**src/source/cmd_uart_pkg.sv**
```systemverilog
`default_nettype none

package cmd_uart_pkg;

	typedef logic [7:0] byte_t;       // one serial data byte
	typedef logic [1:0] chan_idx_t;
	typedef logic [1:0] baud_sel_t;   // 0 slowest .. 3 fastest
	typedef logic [1:0] trig_type_t;  // 3 means disabled

	// command as received, op arrives first
	typedef struct packed {
		byte_t op;
		byte_t chan;
		byte_t arg;
		byte_t value;
	} cmd_frame_t;

	typedef struct packed {
		trig_type_t trig_type;
		byte_t      trig_level;
		byte_t      vect_value;
	} chan_cfg_t;

	typedef struct packed {
		logic       en;
		chan_idx_t  chan;
		logic       is_vect;    // vector write, else trigger write
		trig_type_t trig_type;
		byte_t      value;      // level or vector
	} reg_wr_t;

	localparam byte_t OP_TRIG_WR = 8'h53;
	localparam byte_t OP_TRIG_RD = 8'h5C;
	localparam byte_t OP_VECT_WR = 8'hA5;
	localparam byte_t OP_VECT_RD = 8'h00;

	// bit period = base divisor * multiplier, indexed by baud_sel_t
	localparam int BAUD_MULT [4] = '{88, 16, 4, 1};

	localparam byte_t RESP_ERR = 8'hFF;
	localparam int FRAME_BYTES = 4;
	localparam int TIMEOUT_BITS = 16;  // idle bit times before a partial frame is dropped

endpackage

`default_nettype wire

```
**src/source/channel_regs.sv**
```systemverilog
`timescale 1ns/1ps
`default_nettype none

module channel_regs (
	input wire clk,
	input wire nrst,
	input wire cmd_uart_pkg::reg_wr_t wr,
	input wire cmd_uart_pkg::chan_idx_t rd_chan,
	output cmd_uart_pkg::chan_cfg_t rd_cfg,
	output cmd_uart_pkg::chan_cfg_t [3:0] cfg
);
	import cmd_uart_pkg::*;

	// trigger disabled, level and vector cleared
	localparam chan_cfg_t CFG_RESET = '{trig_type: 2'd3, trig_level: 8'h00, vect_value: 8'h00};

	always_ff @(posedge clk or negedge nrst) begin
		if (!nrst) begin
			for (int i = 0; i < 4; i++)
				cfg[i] <= CFG_RESET;
		end else if (wr.en) begin
			if (wr.is_vect) begin
				cfg[wr.chan].vect_value <= wr.value;
			end else begin
				cfg[wr.chan].trig_type <= wr.trig_type;
				cfg[wr.chan].trig_level <= wr.value;
			end
		end
	end

	assign rd_cfg = cfg[rd_chan];  // combinational readback

endmodule

`default_nettype wire

```
**src/source/cmd_uart_top.sv**
```systemverilog
`timescale 1ns/1ps
`default_nettype none

module cmd_uart_top #(
	parameter int BASE_DIV = 5208,  // 50 MHz clock at 9600 baud
	parameter int RESP_DEPTH = 8
) (
	input wire clk,
	input wire nrst,
	input wire cmd_uart_pkg::baud_sel_t baud,
	input wire rx,
	output wire tx,
	output wire cmd_uart_pkg::chan_cfg_t [3:0] cfg
);
	import cmd_uart_pkg::*;

	logic rx_valid;
	byte_t rx_data;
	reg_wr_t wr;
	chan_idx_t rd_chan;
	chan_cfg_t rd_cfg;
	logic push;
	byte_t push_data;
	logic pop;     // also the credit return
	byte_t q_data;
	logic q_empty;

	uart_rx #(.BASE_DIV(BASE_DIV)) u_rx (
		.clk(clk), .nrst(nrst), .rx(rx), .baud(baud),
		.rx_valid(rx_valid), .rx_data(rx_data)
	);

	frame_ctrl #(.BASE_DIV(BASE_DIV), .RESP_DEPTH(RESP_DEPTH)) u_ctrl (
		.clk(clk), .nrst(nrst), .baud(baud),
		.rx_valid(rx_valid), .rx_data(rx_data),
		.wr(wr), .rd_chan(rd_chan), .rd_cfg(rd_cfg),
		.credit_return(pop), .push(push), .push_data(push_data)
	);

	channel_regs u_regs (
		.clk(clk), .nrst(nrst), .wr(wr),
		.rd_chan(rd_chan), .rd_cfg(rd_cfg), .cfg(cfg)
	);

	resp_queue #(.RESP_DEPTH(RESP_DEPTH)) u_queue (
		.clk(clk), .nrst(nrst), .push(push), .push_data(push_data),
		.pop(pop), .data(q_data), .empty(q_empty)
	);

	uart_tx #(.BASE_DIV(BASE_DIV)) u_tx (
		.clk(clk), .nrst(nrst), .baud(baud), .empty(q_empty),
		.data(q_data), .pop(pop), .tx(tx)
	);

endmodule

`default_nettype wire

```
**src/source/frame_ctrl.sv**
```systemverilog
`timescale 1ns/1ps
`default_nettype none

module frame_ctrl #(
	parameter int BASE_DIV = 4,
	parameter int RESP_DEPTH = 8
) (
	input wire clk,
	input wire nrst,
	input wire cmd_uart_pkg::baud_sel_t baud,
	input wire rx_valid,
	input wire cmd_uart_pkg::byte_t rx_data,
	output cmd_uart_pkg::reg_wr_t wr,
	output cmd_uart_pkg::chan_idx_t rd_chan,
	input wire cmd_uart_pkg::chan_cfg_t rd_cfg,
	input wire credit_return,
	output logic push,
	output cmd_uart_pkg::byte_t push_data
);
	import cmd_uart_pkg::*;

	localparam int TO_MAX = BASE_DIV * BAUD_MULT[0] * TIMEOUT_BITS;
	localparam int TO_W = $clog2(TO_MAX + 1);
	localparam int CR_W = $clog2(RESP_DEPTH + 1);

	typedef enum logic [1:0] {COLLECT, DECODE, WAIT_CREDIT, RESPOND} fc_state_t;

	fc_state_t state;
	cmd_frame_t frame;
	cmd_frame_t resp;   // op slot is the next byte to push
	logic [1:0] byte_cnt;
	logic [1:0] push_cnt;
	logic [TO_W-1:0] gap_cnt;
	logic [TO_W-1:0] gap_lim;
	logic [CR_W-1:0] credits;
	logic op_ok;
	logic type_ok;
	logic frame_ok;
	logic is_write;

	assign gap_lim = TO_W'(BASE_DIV * BAUD_MULT[baud] * TIMEOUT_BITS);

	always_comb begin
		op_ok = frame.op inside {OP_TRIG_WR, OP_TRIG_RD, OP_VECT_WR, OP_VECT_RD};
		type_ok = (frame.op != OP_TRIG_WR) || (frame.arg < 8'd3);
		frame_ok = op_ok && type_ok && (frame.chan < 8'd4);
		is_write = (frame.op == OP_TRIG_WR) || (frame.op == OP_VECT_WR);
	end

	assign rd_chan = frame.chan[1:0];
	assign wr.en = (state == DECODE) && frame_ok && is_write;  // one cycle only
	assign wr.chan = frame.chan[1:0];
	assign wr.is_vect = frame.op == OP_VECT_WR;
	assign wr.trig_type = frame.arg[1:0];
	assign wr.value = frame.value;
	assign push = state == RESPOND;
	assign push_data = resp.op;

	always_ff @(posedge clk or negedge nrst) begin
		if (!nrst) begin
			state <= COLLECT;
			byte_cnt <= '0;
			push_cnt <= '0;
			gap_cnt <= '0;
		end else begin
			case (state)
				COLLECT: begin
					if (rx_valid) begin
						gap_cnt <= '0;
						byte_cnt <= byte_cnt + 2'd1;  // wraps to 0 on the last byte
						if (byte_cnt == 2'(FRAME_BYTES - 1))
							state <= DECODE;
					end else if (byte_cnt != 2'd0) begin
						gap_cnt <= gap_cnt + 1'b1;
						if (gap_cnt == gap_lim - 1'b1) begin
							byte_cnt <= '0;  // line went quiet mid-frame
							gap_cnt <= '0;
						end
					end
				end
				DECODE: state <= WAIT_CREDIT;
				WAIT_CREDIT: begin
					// whole response must fit before the first push
					if (credits >= CR_W'(FRAME_BYTES)) begin
						push_cnt <= '0;
						state <= RESPOND;
					end
				end
				RESPOND: begin
					push_cnt <= push_cnt + 2'd1;
					if (push_cnt == 2'(FRAME_BYTES - 1))
						state <= COLLECT;
				end
				default: state <= COLLECT;
			endcase
		end
	end

	always_ff @(posedge clk or negedge nrst) begin
		if (!nrst)
			credits <= CR_W'(RESP_DEPTH);
		else
			credits <= credits - CR_W'(push) + CR_W'(credit_return);
	end

	always_ff @(posedge clk) begin
		if (state == COLLECT && rx_valid)
			frame <= {frame[23:0], rx_data};
		if (state == DECODE) begin
			if (!frame_ok)
				resp <= {FRAME_BYTES{RESP_ERR}};
			else if (frame.op == OP_TRIG_RD)
				resp <= {frame.op, frame.chan, 6'd0, rd_cfg.trig_type, rd_cfg.trig_level};
			else if (frame.op == OP_VECT_RD)
				resp <= {frame.op, frame.chan, frame.arg, rd_cfg.vect_value};
			else
				resp <= frame;  // writes echo
		end else if (push) begin
			resp <= {resp[23:0], 8'h00};
		end
	end

endmodule

`default_nettype wire

```
**src/source/resp_queue.sv**
```systemverilog
`timescale 1ns/1ps
`default_nettype none

module resp_queue #(
	parameter int RESP_DEPTH = 8
) (
	input wire clk,
	input wire nrst,
	input wire push,
	input wire cmd_uart_pkg::byte_t push_data,
	input wire pop,
	output cmd_uart_pkg::byte_t data,
	output logic empty
);
	import cmd_uart_pkg::*;

	localparam int PTR_W = $clog2(RESP_DEPTH);
	localparam int CNT_W = $clog2(RESP_DEPTH + 1);

	byte_t mem [RESP_DEPTH];
	logic [PTR_W-1:0] wr_ptr;
	logic [PTR_W-1:0] rd_ptr;
	logic [CNT_W-1:0] count;

	// depth need not be a power of two
	function automatic logic [PTR_W-1:0] next_ptr(input logic [PTR_W-1:0] p);
		return (p == PTR_W'(RESP_DEPTH - 1)) ? '0 : p + 1'b1;
	endfunction

	always_ff @(posedge clk or negedge nrst) begin
		if (!nrst) begin
			wr_ptr <= '0;
			rd_ptr <= '0;
			count <= '0;
		end else begin
			if (push)
				wr_ptr <= next_ptr(wr_ptr);
			if (pop)
				rd_ptr <= next_ptr(rd_ptr);
			count <= count + CNT_W'(push) - CNT_W'(pop);
		end
	end

	always_ff @(posedge clk) begin
		if (push)
			mem[wr_ptr] <= push_data;
	end

	assign data = mem[rd_ptr];  // oldest byte
	assign empty = count == '0;

endmodule

`default_nettype wire

```
**src/source/uart_rx.sv**
```systemverilog
`timescale 1ns/1ps
`default_nettype none

module uart_rx #(
	parameter int BASE_DIV = 4
) (
	input wire clk,
	input wire nrst,
	input wire rx,
	input wire cmd_uart_pkg::baud_sel_t baud,
	output logic rx_valid,
	output cmd_uart_pkg::byte_t rx_data
);
	import cmd_uart_pkg::*;

	localparam int MAX_DIV = BASE_DIV * BAUD_MULT[0];
	localparam int DIV_W = $clog2(MAX_DIV + 1);

	typedef enum logic [1:0] {RX_IDLE, RX_START, RX_DATA, RX_STOP} rx_state_t;

	rx_state_t state;
	logic [1:0] rx_sync;
	logic rx_s;
	logic [DIV_W-1:0] bit_div;
	logic [DIV_W-1:0] half_div;
	logic [DIV_W-1:0] cnt;
	logic [2:0] bit_idx;
	byte_t shreg;
	logic bit_end;

	assign rx_s = rx_sync[1];
	assign bit_div = DIV_W'(BASE_DIV * BAUD_MULT[baud]);
	assign half_div = bit_div >> 1;
	assign bit_end = cnt == bit_div - 1'b1;
	assign rx_data = shreg;

	always_ff @(posedge clk or negedge nrst) begin
		if (!nrst) begin
			rx_sync <= 2'b11;  // line idles high
			state <= RX_IDLE;
			cnt <= '0;
			bit_idx <= '0;
			rx_valid <= 1'b0;
		end else begin
			rx_sync <= {rx_sync[0], rx};
			rx_valid <= 1'b0;
			cnt <= cnt + 1'b1;
			case (state)
				RX_IDLE: begin
					cnt <= '0;
					if (!rx_s)
						state <= RX_START;
				end
				RX_START: begin
					// middle of start bit, a glitch goes back to idle
					if (cnt == half_div) begin
						cnt <= '0;
						bit_idx <= '0;
						state <= rx_s ? RX_IDLE : RX_DATA;
					end
				end
				RX_DATA: begin
					if (bit_end) begin
						cnt <= '0;
						bit_idx <= bit_idx + 3'd1;
						if (bit_idx == 3'd7)
							state <= RX_STOP;
					end
				end
				RX_STOP: begin
					if (bit_end) begin
						rx_valid <= rx_s;  // bad stop bit drops the byte
						state <= RX_IDLE;
					end
				end
				default: state <= RX_IDLE;
			endcase
		end
	end

	// lsb first, so new bits enter at the top
	always_ff @(posedge clk) begin
		if (state == RX_DATA && bit_end)
			shreg <= {rx_s, shreg[7:1]};
	end

endmodule

`default_nettype wire

```
**src/source/uart_tx.sv**
```systemverilog
`timescale 1ns/1ps
`default_nettype none

module uart_tx #(
	parameter int BASE_DIV = 4
) (
	input wire clk,
	input wire nrst,
	input wire cmd_uart_pkg::baud_sel_t baud,
	input wire empty,
	input wire cmd_uart_pkg::byte_t data,
	output logic pop,
	output logic tx
);
	import cmd_uart_pkg::*;

	localparam int MAX_DIV = BASE_DIV * BAUD_MULT[0];
	localparam int DIV_W = $clog2(MAX_DIV + 1);

	typedef enum logic {TX_IDLE, TX_SEND} tx_state_t;

	tx_state_t state;
	logic [DIV_W-1:0] bit_div;
	logic [DIV_W-1:0] cnt;
	logic [3:0] bit_idx;
	logic [9:0] shreg;  // stop, data, start
	logic bit_end;
	logic frame_end;

	assign bit_div = DIV_W'(BASE_DIV * BAUD_MULT[baud]);
	assign bit_end = (state == TX_SEND) && (cnt == bit_div - 1'b1);
	assign frame_end = bit_end && (bit_idx == 4'd9);

	// back to back bytes start right after the stop bit
	assign pop = !empty && ((state == TX_IDLE) || frame_end);
	assign tx = shreg[0];

	always_ff @(posedge clk or negedge nrst) begin
		if (!nrst) begin
			state <= TX_IDLE;
			cnt <= '0;
			bit_idx <= '0;
			shreg <= '1;  // line high
		end else if (pop) begin
			state <= TX_SEND;
			cnt <= '0;
			bit_idx <= '0;
			shreg <= {1'b1, data, 1'b0};
		end else if (frame_end) begin
			state <= TX_IDLE;
			shreg <= '1;
		end else if (bit_end) begin
			cnt <= '0;
			bit_idx <= bit_idx + 4'd1;
			shreg <= {1'b1, shreg[9:1]};
		end else if (state == TX_SEND) begin
			cnt <= cnt + 1'b1;
		end
	end

endmodule

`default_nettype wire

```
**config.mk**
```make
export PLATFORM = sky130hd
export DESIGN_NAME = cmd_uart_top
export DESIGN_NICKNAME = d
export VERILOG_FILES = /design/src/source/cmd_uart_pkg.sv /design/src/source/channel_regs.sv /design/src/source/cmd_uart_top.sv /design/src/source/frame_ctrl.sv /design/src/source/resp_queue.sv /design/src/source/uart_rx.sv /design/src/source/uart_tx.sv
export SDC_FILE = /design/constraint.sdc
export NUM_CORES = 1
export LEC_CHECK = 0
export BUFFER_PORTS_ARGS = -buffer_cell sky130_fd_sc_hd__buf_2
export CAP_MARGIN = 40
export CORE_MARGIN = 10
export CORE_UTILIZATION = 45
export CTS_CLUSTER_DIAMETER = 100
export CTS_CLUSTER_SIZE = 40
export DETAILED_ROUTE_END_ITERATION = 6
export GPL_TIMING_DRIVEN = 1
export MAX_ROUTING_LAYER = met4
export PLACE_DENSITY = 0.63
export SLEW_MARGIN = 0
export SYNTH_ARGS = -nofsm -noshare
export SYNTH_HDL_FRONTEND = slang
export SYNTH_HIERARCHICAL = 1
export SYNTH_SLANG_ARGS = --single-unit
```
**constraint.sdc**
```tcl
create_clock -name clk -period 7 [get_ports clk]
set_clock_uncertainty 0.05 [all_clocks]
set_input_delay 0.35 -clock clk [delete_from_list [all_inputs] [get_ports clk]]
set_output_delay 0.35 -clock clk [all_outputs]
set_load 0.05 [all_outputs]
```
# After elaboration in Yosys (flattened, before gate mapping)
# Memory sizes are Yosys's and may differ from the RTL's.
# Cells that the tools add are included.
# word_totals
reg_bits	248
mem_bits_rw	64
inputBits	5
word_cells	194
n_memories	1
# mem_list
memory	words	width	read_ports	rd_clocked_by_memory_dff	wr	line	source
u_queue.mem	8	8	1	0	1	resp_queue.sv:20	byte_t mem [RESP_DEPTH];
# op_classes
n_addsub	15
multipliers	1
magnitude_cmp	6
n_eq_ne	30
muxes	64
bitwise	2
reduce_logical	37
# ops
cell	n
72-bit bitwise mux	3
32-bit 2-to-1 mux	5
19-bit 2-to-1 mux	6
18-bit demux with 2-bit select	3
72-bit 2-to-1 mux	1
23-bit 2-to-1 mux	3
32-bit binary-select mux with 2-bit select	1
19-bit case mux with 3 select lines	1
19-bit by 1-bit adder with 19-bit output (second input constant)	2
19-bit equality test	2
18-bit binary-select mux with 2-bit select	1
18-bit 2-to-1 mux	2
11-bit by 32-bit multiplier with 16-bit output (first input constant)	1
16-bit 2-to-1 mux	2
10-bit 2-to-1 mux	3
2-bit 2-to-1 mux	14
23-bit by 1-bit adder with 23-bit output (second input constant)	1
23-bit equality test	1
23-bit by 1-bit subtractor with 23-bit output (second input constant)	1
19-bit by 18-bit equality test with 1-bit output	1
19-bit by 1-bit subtractor with 19-bit output (second input constant)	1
8-bit by 7-bit equality test with 1-bit output (second input constant)	2
8-bit 2-to-1 mux	2
2-bit case mux with 4 select lines	2
other kinds (39)	94

# Depth between registers and ports, before layout
# Gate-level depths: netlist of run 1.
# depth
depth_word	13
ltp_mapped	14
ltp_nobuf	12

# By module
# Netlist of run 1, hierarchy kept.
# by_module_without_submodules
module	n_inst	cells_per_inst	area_per_inst_um2	seq_area_each_um2
frame_ctrl	1	424	4944.7	2748.9
channel_regs	1	183	3440.8	1811.7
resp_queue	1	165	3031.7	2172.1
uart_rx	1	215	2165.8	918.4
uart_tx	1	229	2073.2	837.1

# Least setup slack after synthesis of run 1
# OpenSTA, ideal clock, no wires.
# synth_timing
path_type	input to register
start	input port baud[0]
end	register u_queue.count[3]
setup_time_ns	0.079
t_arrival_ns	3.179
path_slack_ns	3.692
path_stages	14
path_cell_list	inv_1 -> ha_1 -> nor4_1 -> mux2i_1 -> and3b_1 -> a41o_1 -> clkbuf_1 -> clkbuf_1 -> ha_1 -> inv_1 -> ha_1 -> a21o_1 -> a21oi_1 -> xor2_1
# synth_via
elab_chain_cells	12
# synth_rtl
element	line	source
from (decl)	cmd_uart_top.sv:10	input wire cmd_uart_pkg::baud_sel_t baud,
2-bit NOT with 3-bit output (implied by the code)	uart_tx.sv:30	assign bit_div = DIV_W'(BASE_DIV * BAUD_MULT[baud]);
32-bit binary-select mux with 2-bit select	uart_tx.sv:30	
32-bit 2-to-1 mux (implied by the code) (2 in series)	uart_tx.sv:30	
11-bit by 32-bit multiplier with 16-bit output	uart_tx.sv:30	
19-bit by 1-bit subtractor with 19-bit output	uart_tx.sv:31	assign bit_end = (state == TX_SEND) && (cnt == bit_div - 1'b1);
19-bit equality test	uart_tx.sv:31	
1-bit logical AND	uart_tx.sv:31	
1-bit logical AND	uart_tx.sv:32	assign frame_end = bit_end && (bit_idx == 4'd9);
1-bit logical OR	uart_tx.sv:35	assign pop = !empty && ((state == TX_IDLE) || frame_end);
1-bit logical AND	uart_tx.sv:35	
net pop	cmd_uart_top.sv:24	logic pop;
4-bit by 1-bit subtractor with 4-bit output	resp_queue.sv:40	count <= count + CNT_W'(push) - CNT_W'(pop);
to (signal assigned)	resp_queue.sv:40	
to (decl)	resp_queue.sv:23	logic [CNT_W-1:0] count;
# The timed path passes the listed nets, and every way through them passes these cells. The select of a mux whose other input is x is not followed.
# A chain may end at the register's enable or synchronous reset.

==> run metrics, run 1 <==
status complete, no violations; WL met1 14730 um; DRC 0; routability cong. 0.8273; syn_nets 1271; CTS tree yes; Top Layer Used met4; maximum clock insertion buffer count 3; synth cell count leaders 155 x dfrtp_1, 136 x edfxtp_1, 77 x nand2_1, 71 x nor2_1, 63 x inv_1; Overall Global Routing Usage 0.1526; fmax 246.8 MHz; placed insts 1674; Synth Flop Type dfrtp_1; Setup Buffers After CTS 0; Setup Total Neg Slack 0 ns; num ports 78; final std cells w/o fill between 1500 and 2000; Worst Tran Pin Value 0.9345 ns; Antenna Cells 0; Max VDD drop 0.1502 mV; Horiz. Die Dim 206.5 um; via/cell ratio around 5.6; vias in the first global route 9347; Final period util 0.5789; Synth Area per Inst roughly 13 sq um; fraction of final layout cells sized beyond drive strength 1 0.2101; Yosys reg bits 311; H-Tree Depth 1; drt first pass iters 5; WL/cell 18.60 um; Inserted Clock Buffers 13; Fin Hold WS 0.3148 ns; critical path's slowest cell and4bb_1; share of the synthesized area in the top cell type 0.2608; WL final 31570 um; Area growth, synth to finish 6.329%; Final min period 4.052 ns; Clk pin slew, worst setup/hold paths 0.14 ns; ys async rst share 0.5627; largest net degree at the start of global routing 74; total grt overflow 0; register area share after synthesis 0.5422; Die ar. between 0.04 and 0.05 sq mm; top post-synthesis cells by area edfxtp_1 26%, dfrtp_1 25%, mux2_2 4.0%; worst slack at placement between 2 and 3 ns; Worst-Skew Late Latency between 0.5 and 0.6 ns; Rows 68; Iter 0 DRT Violations 623; kind of end point of the critical path register; CP required 7.36 ns; root buf cell clkbuf_16; ANT nets after route 0; mux contribution to synthesized area 0.1328; EDFF count, synth 136; leak pwr 6.788 nW; Synth Warn # 6; P per Cell Area 189.0 mW/mm^2; critical path class register to register; cell chain of the critical path or4_4, nand4b_2, nand2_1, o2111a_2, and3_1, and4bb_1, mux2_4; largest area contributor in the netlist edfxtp_1; buffers and inverters on the worst path 0; Top delay family on crit path simple AND/OR/NAND/NOR gates; Core ar. between 0.03 and 0.04 sq mm; die height around 210 um; first-pass GRT wire length 51830 um; worst-path fanout max 33; DR WL met2 15280 um; DP HPWL between 20000 and 25000 um; largest family of logic cells by synthesized area multiplexers; via count 9419; clk sinks 311; RSZ-0062 raised after global routing no; initial core utilization 0.4544; CP startpoint kind register; Crit path largest cell delay 0.80 ns; final net count 1291; count of unique library cells instantiated by Yosys 87; final setup margin 2.948 ns; Slew HR 0.3747; most common cell in the netlist dfrtp_1; simple-gate share of the synthesized area 0.1248; Post-Synth XOR/XNOR Area 0.04060; Mapped Area 0.01566 sq mm; PortBufs 77; final hold violation count 0; WL met3 1156 um; # setup viols final 0; Slew Viols, Final 0; Compound-Gate Fraction of Synth Area 0.06577; Synth Area in Adders 0.04092; Hold Crit Class register to register; max-cap violations 0; initial antenna violation count 1; crit path DAT approximately 4.4 ns; Mapped Cells 1216
-- state kept, by name, summed over array words and instances, names as in the netlist, 9 cells and up, named ones only --
name / cells
u_regs/cfg: 72
u_queue/mem: 64
u_ctrl/resp: 24
u_ctrl/gap_cnt: 23
u_ctrl/frame: 20
u_rx/cnt: 19
u_tx/cnt: 19
u_ctrl/wr: 10
u_tx/shreg: 9
-- cell type report --
class	count	area (sq um)
fill	3060	17810
sequential	311	8488
multi-input combinational	752	6342
tap	455	569.3
timing repair buffer	94	543.0
clock buffer	16	336.6
inverter	64	240.2
clock inverter	5	127.6
-- logic make-up after synthesis --
| family | Yosys count |
|---|---|
| AO/OA/AOI/OAI | 144 |
| XOR/XNOR | 71 |
| adder cells (fa/ha/maj) | 50 |
| buffers and inverters | 153 |
| flip-flops | 311 |
| multiplexers | 136 |
| AND/OR/NAND/NOR | 351 |
-- layer usage --
| layer | up-vias | track usage |
|---|---|---|
| met5 | - | - |
| li1 | 4458 | - |
| met2 | 129 | 0.2432 |
| met3 | 30 | 0.02241 |
| met4 | 0 | 0.02241 |
| met1 | 4802 | 0.2076 |
-- what timing repair did --
action / in CTS / in global routing
hold buffers: 2 / 0
endpoints found under the hold margin: 67 / 0
resized for setup: 0 / 0
-- report_power, final --
| part | leakage, nW | internal [mW] | total, mW | switching, mW |
|---|---|---|---|---|
| combinational | 3.35 | 0.0672 | 0.174 | 0.107 |
| clock | 0.221 | 0.400 | 1.00 | 0.603 |
| sequential | 3.22 | 1.93 | 1.97 | 0.0419 |
-- worst paths after layout --
check	from	endpoint	slack, ns	depth (start not counted)
worst max-delay path	u_ctrl/frame[25]$_DFFE_PP_	u_regs/cfg[48]$_DFFE_PN0P_	2.95	7
worst min-delay path	u_rx/rx_sync[0]$_DFF_PN1_	u_rx/rx_sync[1]$_DFF_PN1_	0.31	0
worst max register to register	u_ctrl/frame[25]$_DFFE_PP_	u_regs/cfg[48]$_DFFE_PN0P_	2.95	7
worst min register to register	u_rx/rx_sync[0]$_DFF_PN1_	u_rx/rx_sync[1]$_DFF_PN1_	0.31	0
max in group asynchronous	nrst	u_regs/cfg[67]$_DFFE_PN0P_	5.18	3
min in group asynchronous	nrst	u_tx/cnt[7]$_DFFE_PN0P_	0.38	2
-- placed cells by master (no fill, tap or decap), types with 22 or more instances in the layout --
cell | synthesis | routed
a21oi_1 | 27 | 27
buf_2 | 15 | 78
dfrtp_1 | 155 | 155
edfxtp_1 | 136 | 136
ha_1 | 48 | 47
inv_1 | 63 | 63
mux2_2 | 56 | 56
mux2_4 | 28 | 28
mux4_1 | 22 | 22
nand2_1 | 77 | 77
nand3_1 | 35 | 35
nand4_1 | 22 | 22
nor2_1 | 71 | 71
nor3_1 | 49 | 49
xnor2_1 | 48 | 48
xor2_1 | 22 | 22
-- through the flow --
step	utilization	instance area, sq um	total power, mW
after detailed placement	0.4691	16160	2.180
after floorplan	-	15660	2.126
after global routing	0.4831	16650	3.275
after CTS	0.4831	16650	3.186
final	0.4831	16650	3.146
after global placement	0.4674	16110	2.174
Note: power is estimated with default switching activity, not from simulation.
==> run 2, diff against run 1 <==
==> constraint.sdc (replaced) <==
create_clock -name clk -period 3.9 [get_ports clk]
set_clock_uncertainty 0.05 [all_clocks]
set_input_delay 0.195 -clock clk [delete_from_list [all_inputs] [get_ports clk]]
set_output_delay 0.195 -clock clk [all_outputs]
set_load 0.05 [all_outputs]
==> run 2 against run 1 <==
  * Setup slack got worse by 2.2 ns
  * Via count down 0.28%
  * Register-to-register slack lost 2.2 ns
  * Critical endpoint is now u_regs/cfg[10]$_DFFE_PN0P_
  * Largest cell class unchanged
  * Highest routed layer unchanged
==> run metrics, run 2 (same netlist as run 1, synthesis figures left out) <==
max reg flops 72; Final period util 0.8129; Clk pin slew, worst setup/hold paths 0.15 ns; DP HPWL between 20000 and 25000 um; critical path's slowest cell or4_4; final setup margin 0.7297 ns; Setup Total Neg Slack 0 ns; max-cap violations 0; Horiz. Die Dim 206.5 um; initial antenna violation count 1; PortBufs 77; fraction of final layout cells sized beyond drive strength 1 0.2158; routability cong. 0.8229; CP startpoint kind register; Die ar. 0.04265 sq mm; cell chain of the critical path or4_4, nand4b_2, nand2_1, o2111a_2, and3_1, nor4b_4, buf_4, mux2_2; Multi-input gate area about 0.0063 sq mm; Worst-Skew Late Latency 0.51 ns; drt first pass iters 5; via/cell ratio 5.506; critical path class register to register; Final min period 3.170 ns; most frequent cells in the layout 155 x dfrtp_1, 136 x edfxtp_1, 77 x nand2_1; H-Tree Depth 1; largest net degree at the start of global routing 76; RSZ-0062 raised after global routing no; Area growth, synth to finish 6.705%; buffers and inverters on the worst path 1; die height 206.5 um; Inserted Clock Buffers 13; WL final 31740 um; Max VDD drop 0.2743 mV; commonest non-fill, non-tap cell in the layout dfrtp_1; vias in the first global route 9443; Antenna Cells 0; fmax 315.4 MHz; Rows 68; reg-to-reg startpoint u_ctrl/frame[25]$_DFFE_PP_; setup slack, reg-to-reg 0.73 ns; clk sinks 311; Slew Viols, Final 0; placed insts about 1700; Worst Reg-to-Reg Cells 8; register area ~0.0085 sq mm; Top delay family on crit path simple AND/OR/NAND/NOR gates; Core ar. 0.03446 sq mm; Reg with most FFs u_regs/cfg; maximum clock insertion buffer count 3; worst slack at placement between 0.7 and 0.8 ns; Fill cells 3068; Iter 0 DRT Violations 723; final std cells w/o fill 1706; ANT nets after route 0; Slew HR 0.4266; DRC 0; root buf cell clkbuf_16; CTS tree yes; reg2reg end u_regs/cfg[10]$_DFFE_PN0P_; crit path DAT 3.53 ns; WL/cell 18.60 um; total grt overflow 0; first-pass GRT wire length 52560 um; biggest regs u_regs/cfg: 72 flops, u_queue/mem: 64 flops, u_ctrl/resp: 24 flops; # setup viols final 0; Overall Global Routing Usage 0.1542; worst-path fanout max 8; kind of end point of the critical path register; P per Cell Area 336.0 mW/mm^2; CP required around 4.3 ns; final net count 1300; status complete, no violations; leak pwr 6.824 nW; via count around 9400; num ports 78; Worst Tran Pin Value 0.8601 ns; Crit path largest cell delay about 0.56 ns; final hold violation count 0; Hold Crit Class input pin to async pin; initial core utilization 0.4544
## run 2: final cells by class
type	count	share of cell area
Clock inverter	5	0.006291
Inverter	64	0.01438
Sequential cell	311	0.5081
Timing Repair Buffer	103	0.03737
Tap cell	455	0.03408
Multi-Input combinational cell	752	0.3796
Clock buffer	16	0.02015
## run 2: per-stage QoR
stage	area, sq um	hold WS, ns	util	power [mW]
6_report	16710	0.1831	0.4848	5.614
5_1_grt	16710	0.2409	0.4848	5.869
4_1_cts	16710	0.2222	0.4848	5.686
3_5_place_dp	16240	0.1988	0.4714	3.917
3_3_place_gp	16220	0.2019	0.4706	3.908
2_1_floorplan	15660	-0.1506	-	3.817
## run 2: timing repair
action                                 4_1_cts  5_1_grt
endpoints found under the hold margin       45        0
resized for setup                            0        0
hold buffers                                 2        0
buffers inserted                             0        0
## run 2: layer usage
metal / vias to the layer above / wire length [um] / GRT usage
met1: 4770 / 15440 / 0.2193
met5: - / 0 / -
li1: 4472 / - / -
met4: 0 / 321 / 0.02111
met2: 131 / 15180 / 0.2398
met3: 20 / 799 / 0.01693
## run 2: how the worst max path moves through the flow
| stage | start | to | slack [ns] | cells past startpoint |
|---|---|---|---|---|
| 5_1_grt | u_ctrl/frame[29]$_DFFE_PP_ | u_regs/cfg[10]$_DFFE_PN0P_ | 0.46 | 9 |
| 3_5_place_dp | baud[1] | u_ctrl/credits[2]$_DFF_PN0_ | 0.74 | 12 |
| 4_1_cts | u_ctrl/frame[25]$_DFFE_PP_ | u_regs/cfg[10]$_DFFE_PN0P_ | 0.74 | 8 |
| 6_report | u_ctrl/frame[25]$_DFFE_PP_ | u_regs/cfg[10]$_DFFE_PN0P_ | 0.73 | 8 |
| 2_1_floorplan | baud[0] | u_queue/count[3]$_DFF_PN0_ | 0.75 | 14 |
| 3_3_place_gp | u_ctrl/frame[25]$_DFFE_PP_ | u_regs/cfg[9]$_DFFE_PN0P_ | 0.83 | 8 |
## run 2: power breakdown
| part | internal [mW] | switching, mW |
|---|---|---|
| Combinational | 0.123 | 0.193 |
| Sequential | 3.46 | 0.0741 |
| Clock | 0.682 | 1.08 |
==> run 3, diff against run 2 <==
==> constraint.sdc (replaced) <==
create_clock -name clk -period 3.2 [get_ports clk]
set_clock_uncertainty 0.05 [all_clocks]
set_input_delay 0.16 -clock clk [delete_from_list [all_inputs] [get_ports clk]]
set_output_delay 0.16 -clock clk [all_outputs]
set_load 0.05 [all_outputs]
==> run 3 against run 2 <==
  * Fmax is 8.2% higher
  * Utilization is 0.43 points higher
  * Count of clock-buffer cells in the layout is 1 lower
  * Critical path type unchanged
  * Final cell count is 1.2% higher
  * Sequential share of layout area is 0.45 points lower
  * Non-clock buffer count is 20 higher
==> run metrics, run 3 (same netlist as run 1, synthesis figures left out) <==
status complete, no violations; Antenna Cells 0; P per Cell Area 406.0 mW/mm^2; DRC 0; Final min period slightly below 3 ns; biggest regs u_regs/cfg: 72 flops, u_queue/mem: 64 flops, u_ctrl/resp: 24 flops; maximum clock insertion buffer count 3; num ports 78; register share of total power 0.629; final hold violation count 0; routability cong. just over 0.8; Core ar. 0.03446 sq mm; register area 0.008488 sq mm; sw frac 0.2397; Setup Buffers After CTS 0; critical path class register to register; DP HPWL around 22000 um; Clk pin slew, worst setup/hold paths 0.14 ns; Slew HR 0.4549; Area growth, synth to finish 7.648%; Psw around 1.6 mW; Max VDD drop 0.4385 mV; drt first pass iters 5; max reg flops 72; Final period util 0.9156; clk sinks approximately 310; ANT nets after route 0; Fill cells between 3000 and 4000; worst-path fanout max 8; via/cell ratio about 5.4; kind of end point of the critical path register; CP startpoint kind register; die height a little over 200 um; Int Power 5.202 mW; Worst Tran Pin Value 0.8147 ns; leak pwr 6.927 nW; Die ar. roughly 0.043 sq mm; root buf cell clkbuf_16; H-Tree Depth 1; Reg with most FFs u_regs/cfg; power share of the clock group 0.314; Multi-input gate area 0.006342 sq mm; Slew Viols, Final 0; via count 9385; fmax 341.3 MHz; initial core utilization 0.4544; CTS Hold Bufs 3; WL final roughly 31000 um; CTS tree yes; total grt overflow 0; first-pass GRT wire length 51690 um; Total Power 6.842 mW; Crit path largest cell delay 0.59 ns; cell chain of the critical path or4_4, nand4b_2, nand2_1, o2111a_2, and3_1, and4bb_1, mux2_4; max-cap violations 0; commonest non-fill, non-tap cell in the layout dfrtp_1; Horiz. Die Dim 206.5 um; PortBufs 77; Worst-Skew Late Latency between 0.5 and 0.6 ns; Inserted Clock Buffers 13; WL/cell 17.93 um; CP required 3.55 ns; final net count 1320; combinational power share 0.057; crit path DAT about 3.3 ns; Iter 0 DRT Violations 456; Overall Global Routing Usage 0.1517; largest net degree at the start of global routing 74; vias in the first global route between 9000 and 10000; Resize count post-CTS 0; initial antenna violation count 1; RSZ-0062 raised after global routing no; # setup viols final 0; Rows 68; Hold Crit Class input pin to async pin; most frequent cells in the layout 155 x dfrtp_1, 136 x edfxtp_1, 77 x nand2_1; Setup Total Neg Slack 0 ns; critical path's slowest cell and4bb_1; fraction of final layout cells sized beyond drive strength 1 0.2282
==> run 3: metal layers <==
layer  GRT usage  share of wire
met1      0.2154           0.49
met4     0.02293          0.012
met2      0.2370           0.48
met3     0.01442          0.024
met5           -              0
==> run 3: power by group through the flow <==
stage	sequential, mW	clock, mW	combinational (mW)
final	4.30	2.15	0.391
after detailed placement	4.39	0	0.393
after global routing	4.32	2.37	0.452
after floorplan	4.32	0	0.329
after CTS	4.30	2.23	0.400
after global placement	4.38	0	0.388
==> run 3: worst max-delay path, delay by kind of cell, from the launching register on <==
| family | cells | cell delay [ns] |
|---|---|---|
| muxes | 1 | 0.34 |
| DFF | 1 | 0.45 |
| and+or+nand+nor | 5 | 1.79 |
| AOI/OAI and AO/OA | 1 | 0.19 |
==> run 3: worst paths after layout <==
| kind | to | start | depth (start not counted) | slack (ns) |
|---|---|---|---|---|
| max in group asynchronous | u_tx/bit_idx[0]$_DFFE_PN0P_ | nrst | 3 | 2.18 |
| min | u_tx/shreg[2]$_DFFE_PN1P_ | nrst | 2 | 0.18 |
| min reg2reg | u_rx/rx_sync[1]$_DFF_PN1_ | u_rx/rx_sync[0]$_DFF_PN1_ | 0 | 0.32 |
| max | u_regs/cfg[5]$_DFFE_PN0P_ | u_ctrl/frame[25]$_DFFE_PP_ | 7 | 0.27 |
| min in group clk | u_rx/rx_sync[0]$_DFF_PN1_ | rx | 2 | 0.24 |
| max reg2reg | u_regs/cfg[5]$_DFFE_PN0P_ | u_ctrl/frame[25]$_DFFE_PP_ | 7 | 0.27 |
==> run 3: metrics by stage <==
step | hold WS, ns | area (sq um) | setup WS [ns] | utilization | instances
2_1_floorplan | -0.1856 | 15660 | 0.08157 | - | 1216
3_3_place_gp | -0.03816 | 16360 | 0.3679 | 0.4748 | 1701
3_5_place_dp | -0.03761 | 16390 | 0.3042 | 0.4756 | 1702
4_1_cts | 0.1699 | 16850 | 0.2753 | 0.4891 | 1726
5_1_grt | 0.1724 | 16850 | 0.1292 | 0.4891 | 1726
6_report | 0.1753 | 16850 | 0.2701 | 0.4891 | 1726
==> run 3: cell type report <==
class                      instances  share of cell area
sequential                       311              0.5036
timing repair buffer             123             0.04610
inverter                          64             0.01425
multi-input combinational        752              0.3763
clock buffer                      15             0.01975
clock inverter                     6            0.006162
tap                              455             0.03378
